File: config.mk
export PLATFORM = sky130hd
export DESIGN_NAME = buffer_bank_flat
export DESIGN_NICKNAME = d
export VERILOG_FILES = /design/src/common/switch_pkg.sv /design/src/common/bank_if.sv /design/src/buffer/buffer_bank.sv /design/src/flat_wrapper.sv
export SDC_FILE = /design/constraint.sdc
export NUM_CORES = 2
export LEC_CHECK = 0
export BUFFER_PORTS_ARGS = -buffer_cell sky130_fd_sc_hd__buf_2
export CORE_MARGIN = 3
export CORE_UTILIZATION = 48
export DETAILED_ROUTE_END_ITERATION = 10
export PLACE_DENSITY = 0.71
export SYNTH_ARGS = -nofsm -noshare
export SYNTH_HDL_FRONTEND = slang
export SYNTH_SLANG_ARGS = --single-unit
File: constraint.sdc
create_clock -name clk -period 4.2 [get_ports clk]
set_clock_uncertainty 0.05 [all_clocks]
set_input_delay 0.84 -clock clk [delete_from_list [all_inputs] [get_ports clk]]
set_output_delay 0.84 -clock clk [all_outputs]
set_load 0.05 [all_outputs]
File: src/common/switch_pkg.sv
package switch_pkg;

    localparam int NUM_PORTS   = 4;
    localparam int NUM_BANKS   = NUM_PORTS;   // one bank per ingress port
    localparam int PAGES       = 16;
    localparam int PAGE_WORDS  = 8;
    localparam int CREDITS     = 4;
    localparam int NUM_PRIO    = 2;
    localparam int QUEUE_DEPTH = NUM_BANKS * PAGES;
    localparam int NUM_QUEUES  = NUM_PORTS * NUM_PRIO;
    localparam int QADDR_W     = $clog2(QUEUE_DEPTH);

    // header word layout
    localparam int DEST_LSB = 0;
    localparam int PRIO_BIT = 3;
    localparam int TAG_LSB  = 8;

    typedef logic [15:0] word_t;

    typedef logic [$clog2(NUM_PORTS)-1:0] port_t;

    typedef logic [$clog2(NUM_BANKS)-1:0] bank_t;

    typedef logic [$clog2(PAGES)-1:0] page_t;

    typedef logic [$clog2(PAGE_WORDS)-1:0] len_t;   // word count minus one

    typedef logic prio_t;   // 1 is high

    typedef logic [2:0] credit_t;

    // word address inside a bank, page then offset
    typedef logic [$bits(page_t)+$bits(len_t)-1:0] addr_t;

    typedef logic [$clog2(NUM_QUEUES)-1:0] qidx_t;   // {dest, prio}

endpackage

File: src/common/bank_if.sv
interface bank_if;

    logic              alloc_req;
    logic              wr_en;
    switch_pkg::addr_t wr_addr;
    switch_pkg::word_t wr_data;

    switch_pkg::page_t alloc_page;   // top of the free stack
    logic              alloc_ok;
    switch_pkg::word_t rd_data;      // one cycle after rd_en

    logic              rd_en;
    switch_pkg::addr_t rd_addr;
    logic              free_en;
    switch_pkg::page_t free_page;

    modport writer (
        output alloc_req, wr_en, wr_addr, wr_data,
        input  alloc_page, alloc_ok
    );

    modport bank (
        input  alloc_req, wr_en, wr_addr, wr_data,
        input  rd_en, rd_addr, free_en, free_page,
        output alloc_page, alloc_ok, rd_data
    );

    modport reader (
        output rd_en, rd_addr, free_en, free_page,
        input  rd_data
    );

endinterface

File: src/buffer/buffer_bank.sv
module buffer_bank (
    input logic  clk,
    input logic  rst_n,
    bank_if.bank bus
);

    switch_pkg::word_t mem [switch_pkg::PAGES * switch_pkg::PAGE_WORDS];
    switch_pkg::page_t stack [switch_pkg::PAGES];
    logic [$clog2(switch_pkg::PAGES+1)-1:0] sp;   // number of free pages
    switch_pkg::page_t top;
    logic pop;

    assign top            = switch_pkg::page_t'(sp - 1'b1);
    assign bus.alloc_ok   = (sp != '0);
    assign bus.alloc_page = stack[top];
    assign pop            = bus.alloc_req && bus.alloc_ok;

    always_ff @(posedge clk or negedge rst_n) begin
        if (!rst_n) begin
            sp <= switch_pkg::PAGES[$bits(sp)-1:0];
            for (int i = 0; i < switch_pkg::PAGES; i++) begin
                stack[i] <= switch_pkg::page_t'(i);
            end
        end else begin
            if (pop && bus.free_en) begin
                stack[top] <= bus.free_page;   // swap in place
            end else if (pop) begin
                sp <= sp - 1'b1;
            end else if (bus.free_en) begin
                stack[switch_pkg::page_t'(sp)] <= bus.free_page;
                sp <= sp + 1'b1;
            end
        end
    end

    always_ff @(posedge clk) begin
        if (bus.wr_en) begin
            mem[bus.wr_addr] <= bus.wr_data;
        end
        if (bus.rd_en) begin
            bus.rd_data <= mem[bus.rd_addr];
        end
    end

endmodule

File: src/flat_wrapper.sv
// flat-port wrapper written by rule: the top's interface ports become plain ports
module buffer_bank_flat 
  (clk, rst_n, bus_alloc_req, bus_wr_en, bus_wr_addr, bus_wr_data, bus_rd_en, bus_rd_addr, bus_free_en, bus_free_page, bus_alloc_page, bus_alloc_ok, bus_rd_data);
  bank_if bus_i ();
  input logic clk;
  input logic rst_n;
  input wire logic [$bits(bus_i.alloc_req)-1:0] bus_alloc_req;
  input wire logic [$bits(bus_i.wr_en)-1:0] bus_wr_en;
  input wire logic [$bits(bus_i.wr_addr)-1:0] bus_wr_addr;
  input wire logic [$bits(bus_i.wr_data)-1:0] bus_wr_data;
  input wire logic [$bits(bus_i.rd_en)-1:0] bus_rd_en;
  input wire logic [$bits(bus_i.rd_addr)-1:0] bus_rd_addr;
  input wire logic [$bits(bus_i.free_en)-1:0] bus_free_en;
  input wire logic [$bits(bus_i.free_page)-1:0] bus_free_page;
  output wire logic [$bits(bus_i.alloc_page)-1:0] bus_alloc_page;
  output wire logic [$bits(bus_i.alloc_ok)-1:0] bus_alloc_ok;
  output wire logic [$bits(bus_i.rd_data)-1:0] bus_rd_data;
  assign bus_i.alloc_req = bus_alloc_req;
  assign bus_i.wr_en = bus_wr_en;
  assign bus_i.wr_addr = bus_wr_addr;
  assign bus_i.wr_data = bus_wr_data;
  assign bus_i.rd_en = bus_rd_en;
  assign bus_i.rd_addr = bus_rd_addr;
  assign bus_i.free_en = bus_free_en;
  assign bus_i.free_page = bus_free_page;
  assign bus_alloc_page = bus_i.alloc_page;
  assign bus_alloc_ok = bus_i.alloc_ok;
  assign bus_rd_data = bus_i.rd_data;
  buffer_bank u_core (.clk(clk), .rst_n(rst_n), .bus(bus_i));
endmodule
# --- Yosys cells after proc, flatten, opt, wreduce, memory -nomap -nowiden ---
# Memory sizes are Yosys's and may differ from the RTL's. A register that Yosys moved wholly into a read port is not among the register bits.
# Index checks and enable logic that the tools add are counted.
word_totals:
  rom_bits: 0
  latch_bits: 0
  mem_count: 1
  reg_bits: 69
  ramBits: 2048
  input_bits: 40
memory_table:
  columns: ["memory", "words", "word_bits", "rd", "rd_ports_with_merged_regs", "wr", "line", "source"]
  rows:
  - ["u_core.mem", 128, 16, 1, 1, 1, "buffer_bank.sv:7", "switch_pkg::word_t mem [switch_pkg::PAGES * switch_pkg::PAGE_WORDS];"]
classes:
  mul: 0
  muxes: 16
  n_reduce_logical: 9
  n_eq_ne: 1
  n_bitwise: 3
  div_mod_pow: 0
  n_addsub: 2
  shift: 0
  order_cmp: 4
ops:
  columns: ["operator", "count"]
  rows:
  - ["2-to-1 mux 64 bit", 3]
  - ["bitwise mux 64 bit", 2]
  - ["demux 4 bit (select 4 bit)", 2]
  - ["binary-select mux 4 bit (select 4 bit)", 1]
  - ["2-to-1 mux 4 bit", 4]
  - ["greater-or-equal comparator 5 bit (second input constant)", 2]
  - ["< comparator 5 x 1 -> 1 bit (second input constant)", 2]
  - ["2-to-1 mux 5 bit", 2]
  - ["inverter 4 -> 5 bit", 2]
  - ["adder 5 x 1 -> 5 bit (second input constant)", 1]
  - ["nonzero test 5 bit", 1]
  - ["subtractor 5 x 1 -> 5 bit (second input constant)", 1]
  - ["logical AND 1 bit", 4]
  - ["AND reduction 2 bit", 2]
  - ["nonzero test 2 bit", 2]
  - ["2-to-1 mux 1 bit", 2]
  - ["inequality test 2 bit (second input constant)", 1]
  - ["inverter 1 bit", 1]

# --- Depth between registers and ports, before layout ---
logic_depth:
  ltp_word: 9
  depth_mapped: 13
  ltp_nobuf: 11

# --- Worst setup path after synthesis ---
# Ideal clock, no wire load.
synth_timing:
  kind: "register to output"
  start: "reg u_core.sp[0] (netlist name)"
  end: "out bus_alloc_page[0]"
  slack_ns: 0.377
  stages_incl_launch_ff: 8
  arrival_time_ns: 2.933
  required_time_ns: 3.310
  cell_sequence: "dfrtp_1 buf_1 inv_1 ha_1 clkbuf_1 clkbuf_1 mux4_2 mux4_2"
synth_via:
  elab_chain_len: 5
synth_rtl:
  columns: ["element", "line", "source"]
  rows:
  - ["start: declaration", "buffer_bank.sv:9", "logic [$clog2(switch_pkg::PAGES+1)-1:0] sp;"]
  - ["start signal: assignment", "buffer_bank.sv:20", "sp <= switch_pkg::PAGES[$bits(sp)-1:0];"]
  - ["start signal: assignment", "buffer_bank.sv:28", "sp <= sp - 1'b1;"]
  - ["start signal: assignment", "buffer_bank.sv:31", "sp <= sp + 1'b1;"]
  - ["subtractor 5 x 1 -> 5 bit", null, null]
  - ["via u_core.top[0]", "buffer_bank.sv:10", "switch_pkg::page_t top;"]
  - ["inverter 4 -> 5 bit (not written as such)", "buffer_bank.sv:15", "assign bus.alloc_page = stack[top];"]
  - ["binary-select mux 4 bit (select 4 bit)", "buffer_bank.sv:15", null]
  - ["2-to-1 mux 4 bit (not written as such) (2 in series)", "buffer_bank.sv:15", null]
  - ["end: declaration", "flat_wrapper.sv:15", "output wire logic [$bits(bus_i.alloc_page)-1:0] bus_alloc_page;"]
# The timed path passes the listed nets, and every way through them passes these cells. The select of a mux whose other input is x is not followed.

# --- Final worst setup path ---
layout_timing:
  start: "reg u_core.sp[0] (netlist name)"
  end: "out bus_alloc_page[1]"
layout_via:
  elab_chain_len: 5
layout_rtl:
  columns: ["element", "line"]
  rows:
  - ["subtractor 5 x 1 -> 5 bit", null]
  - ["inverter 4 -> 5 bit (not written as such)", "buffer_bank.sv:15"]
  - ["binary-select mux 4 bit (select 4 bit)", "buffer_bank.sv:15"]
  - ["2-to-1 mux 4 bit (not written as such) (2 in series)", "buffer_bank.sv:15"]
# Every way passes these cells. The select of a mux whose other input is x is not followed.

==> results.sh <==
export IMPL_synth_most_common_cell="edfxtp_1"
export IMPL_path_buf_inv=2
export IMPL_min_from="bus_free_page[1]"
export IMPL_design_core_area_sq_um=170200
export IMPL_rsz0062_at_grt="false"
export IMPL_final_area_sq_um=94360
export IMPL_r2r_setup_slack_ns=0.52
export IMPL_pwr_share_comb_pct=8.8
export IMPL_ys_warn_count=0
export IMPL_swShare_pct=22.76
export IMPL_syn_inst=3414
export IMPL_synth_top_area_cell="edfxtp_1"
export IMPL_cap_violations=0
export IMPL_first_pass_iters=7
export IMPL_clock_power_share_pct=39.0
export IMPL_vdd_drop_max_uv=312.8
export IMPL_grt_max_degree=129
export IMPL_netlist_area_sq_um=82550
export IMPL_worst_pin_slew_ns=1.262
export IMPL_wl_per_cell_microns=31.41
export IMPL_synth_top_area_share_pct=75.08
export IMPL_r2r_start="u_core.sp[1]"
export IMPL_cts_num_sinks=2133
export IMPL_crit_family="multiplexers"
export IMPL_clock_root_buffer="clkbuf_16"
export IMPL_synth_common_cells="edfxtp_1, mux4_2, nor2_1"
export IMPL_vias=38680
export IMPL_start_util_pct=48.49
export IMPL_seq_area_frac_synth_pct=77.22
export IMPL_fmax_ghz=0.2518
export IMPL_end_kind="primary output"
export IMPL_hpwl_microns=114300
export IMPL_synth_top_cells_by_area="edfxtp_1, mux4_2, dfrtp_1, dfstp_2, mux2_2"
export IMPL_criticalPathCategory="reg2out"
export IMPL_totalWireLength_microns=196400
export IMPL_powerDensity_nw_per_um2=487.8
export IMPL_fin_nets=3831
export IMPL_outcome="finished, final reports clean"
export IMPL_fillers=12180
export IMPL_drive_above_1_share_pct=37.67
export IMPL_p_int_w=0.03555
export IMPL_area_growth_pct=14.31
export IMPL_fin_crit_ns=3.972
export IMPL_cp_num_cells=5
export IMPL_grt_pass1_vias=39040
export IMPL_hold_end="u_core.stack[49]"
export IMPL_slew_headroom_pct=15.87
export IMPL_drc=0
export IMPL_portBuffers=60
export IMPL_yosysUniqueCellTypes=41
export IMPL_worstRegToRegCells=10
export IMPL_min_path_cells=3
export IMPL_critPathMaxStageDelay_ns=0.51
export IMPL_r2r_end="u_core.stack[26]"
export IMPL_slowest_stage="mux4_2"
export IMPL_synthArstFlopShare_pct=3.235
export IMPL_setup_viol=0
export IMPL_postCtsSetupBuffers=0
export IMPL_antenna_found_initial=18
export IMPL_synth_edf_count=2064
export IMPL_dieArea_sq_um=177000
export IMPL_clockBufferDepth=3
export IMPL_slew_violations=0
export IMPL_cp_required_ns=3.31
export IMPL_die_h_microns=420.7
export IMPL_switchingPower_w=0.01048
export IMPL_ys_flop_type="edfxtp_1"
export IMPL_route_antenna_remaining_nets=0
export IMPL_globalRouteOverflowTotal=0
export IMPL_place_gp_congestion=0.8410
export IMPL_insertion_delay_ns=0.85
export IMPL_synth_seq_cells=2133
export IMPL_cts_tree="yes"
export IMPL_viasPerCell=6.185
export IMPL_dpl_cell_count=5867
export IMPL_ioPinCount=61
export IMPL_finalSetupTns_ns=0
export IMPL_hold_path_class="in2reg"
export IMPL_rows=151
export IMPL_drt_iter0_drc=5177
export IMPL_crit_chain="buf_4, o31a_1, or2_2, mux4_2, buf_2"
export IMPL_synth_area_per_cell_sq_um=24.18
export IMPL_placed_area_sq_um=87750
export IMPL_hold_worst_slack_ns=0.3337
export IMPL_cts_buffers=207
export IMPL_min_period_over_period_pct=94.57
export IMPL_leakagePower_nw=29.72
export IMPL_grt_pass1_wl_microns=284900
export IMPL_start_kind="flip-flop"
export IMPL_final_cells=6254
export IMPL_cts_max_level=4
export IMPL_syn_nets=3463
export IMPL_cts_clk_slew_worst_paths_ns=0.05
export IMPL_pwr_share_seq_pct=52.2
export IMPL_die_x_microns=420.7
export IMPL_grtUsageTotal_pct=22.66
export IMPL_final_hold_violation_count=0
export IMPL_worstPathArrival_ns=3.08
export IMPL_crit_fanout=24
## sequential cells by signal, indices dropped and copies added (netlist names)
signal / count
u_core.sp: 5
u_core.mem: 2048
u_core.stack: 64
u_core.bus.rd_data: 16
## cells by family after synthesis
family,after synthesis,synth area share (%)
AND/OR/NAND/NOR,261,1.404
multiplexers,748,19.64
AO/OA/AOI/OAI,59,0.5366
buffers and inverters,197,0.9867
flip-flops,2133,77.22
adder cells (fa/ha/maj),9,0.1364
XOR/XNOR,7,0.07427
## how the worst max path moves through the flow
stage,startpoint,endpoint,slack (ns)
3_3_place_gp,bus_rd_addr[0],u_core.bus.rd_data[15],0.23
4_1_cts,u_core.sp[1],bus_alloc_page[2],0.02
6_report,u_core.sp[0],bus_alloc_page[1],0.23
3_5_place_dp,bus_rd_addr[0],u_core.bus.rd_data[15],0.23
2_1_floorplan,u_core.sp[0],bus_alloc_page[0],0.38
5_1_grt,u_core.sp[0],bus_alloc_page[2],0.07
## cell usage in the layout (no fill, tap or decap), types with 4 or more instances in the layout
cell,count
a21bo_2,4
a21oi_1,9
a22o_1,8
a31o_2,10
a41o_1,5
buf_12,35
buf_2,40
buf_4,264
bufinv_16,13
clkbuf_1,46
clkbuf_16,210
clkinv_1,43
clkinv_16,4
clkinv_2,41
clkinv_4,5
clkinv_8,5
clkinvlp_4,7
dfrtp_1,35
dfstp_2,33
diode_2,4
edfxtp_1,2064
ha_1,9
inv_1,12
inv_6,5
mux2_2,52
mux2i_1,4
mux4_2,692
nand2_1,38
nand2b_1,5
nand3_1,19
nand4_1,8
nor2_1,92
nor2_2,47
nor2b_1,17
nor3_1,9
nor3_2,9
o2111ai_1,7
o21ai_0,14
xor2_1,4
## power groups by stage
stage                     clock [W]  combinational, W  sequential (W)
after floorplan                   0           0.00258          0.0244
after global placement            0           0.00402          0.0245
after detailed placement          0           0.00407          0.0245
after CTS                    0.0182           0.00409          0.0240
after global routing         0.0191           0.00431          0.0241
final                        0.0179           0.00406          0.0240
## layer usage
layer / share of wire [%] / track usage, % / vias to the layer above
li1: - / - / 15450
met1: 39 / 31.93 / 20930
met2: 49 / 35.73 / 1984
met3: 9.1 / 4.867 / 308
met4: 3.2 / 7.552 / 6
met5: 0.019 / 0 / -
## per-stage QoR
step | total power (W) | util, % | setup slack, ns
3_3_place_gp | 0.02847 | 51.55 | 0.2302
6_report | 0.04603 | 55.43 | 0.2280
5_1_grt | 0.04746 | 55.43 | 0.06677
4_1_cts | 0.04635 | 55.42 | 0.02167
3_5_place_dp | 0.02854 | 51.55 | 0.2294
2_1_floorplan | 0.02703 | - | 0.3774
## layout make-up
cell class                 count  area, sq um  share of cell area, %
clock buffer                 257         5441                  5.767
inverter                      12        45.04                0.04774
clock inverter               125         1139                  1.207
tap                         2295         2872                  3.043
timing repair buffer         344         2949                  3.125
multi-input combinational   1084        18160                  19.24
sequential                  2133        63750                  67.56
antenna                        4        10.01                0.01061
## tightest hold or removal path: stages
cell and delay (ns):
buf_2 0.21, nand2_1 0.09, mux2i_1 0.06
## timing repair
action,CTS,global route
setup endpoints to repair,0,4
hold buffers,1,0
gates resized for setup,0,2
hold endpoints to repair,8,0
Power figures use the tool's default switching activity.
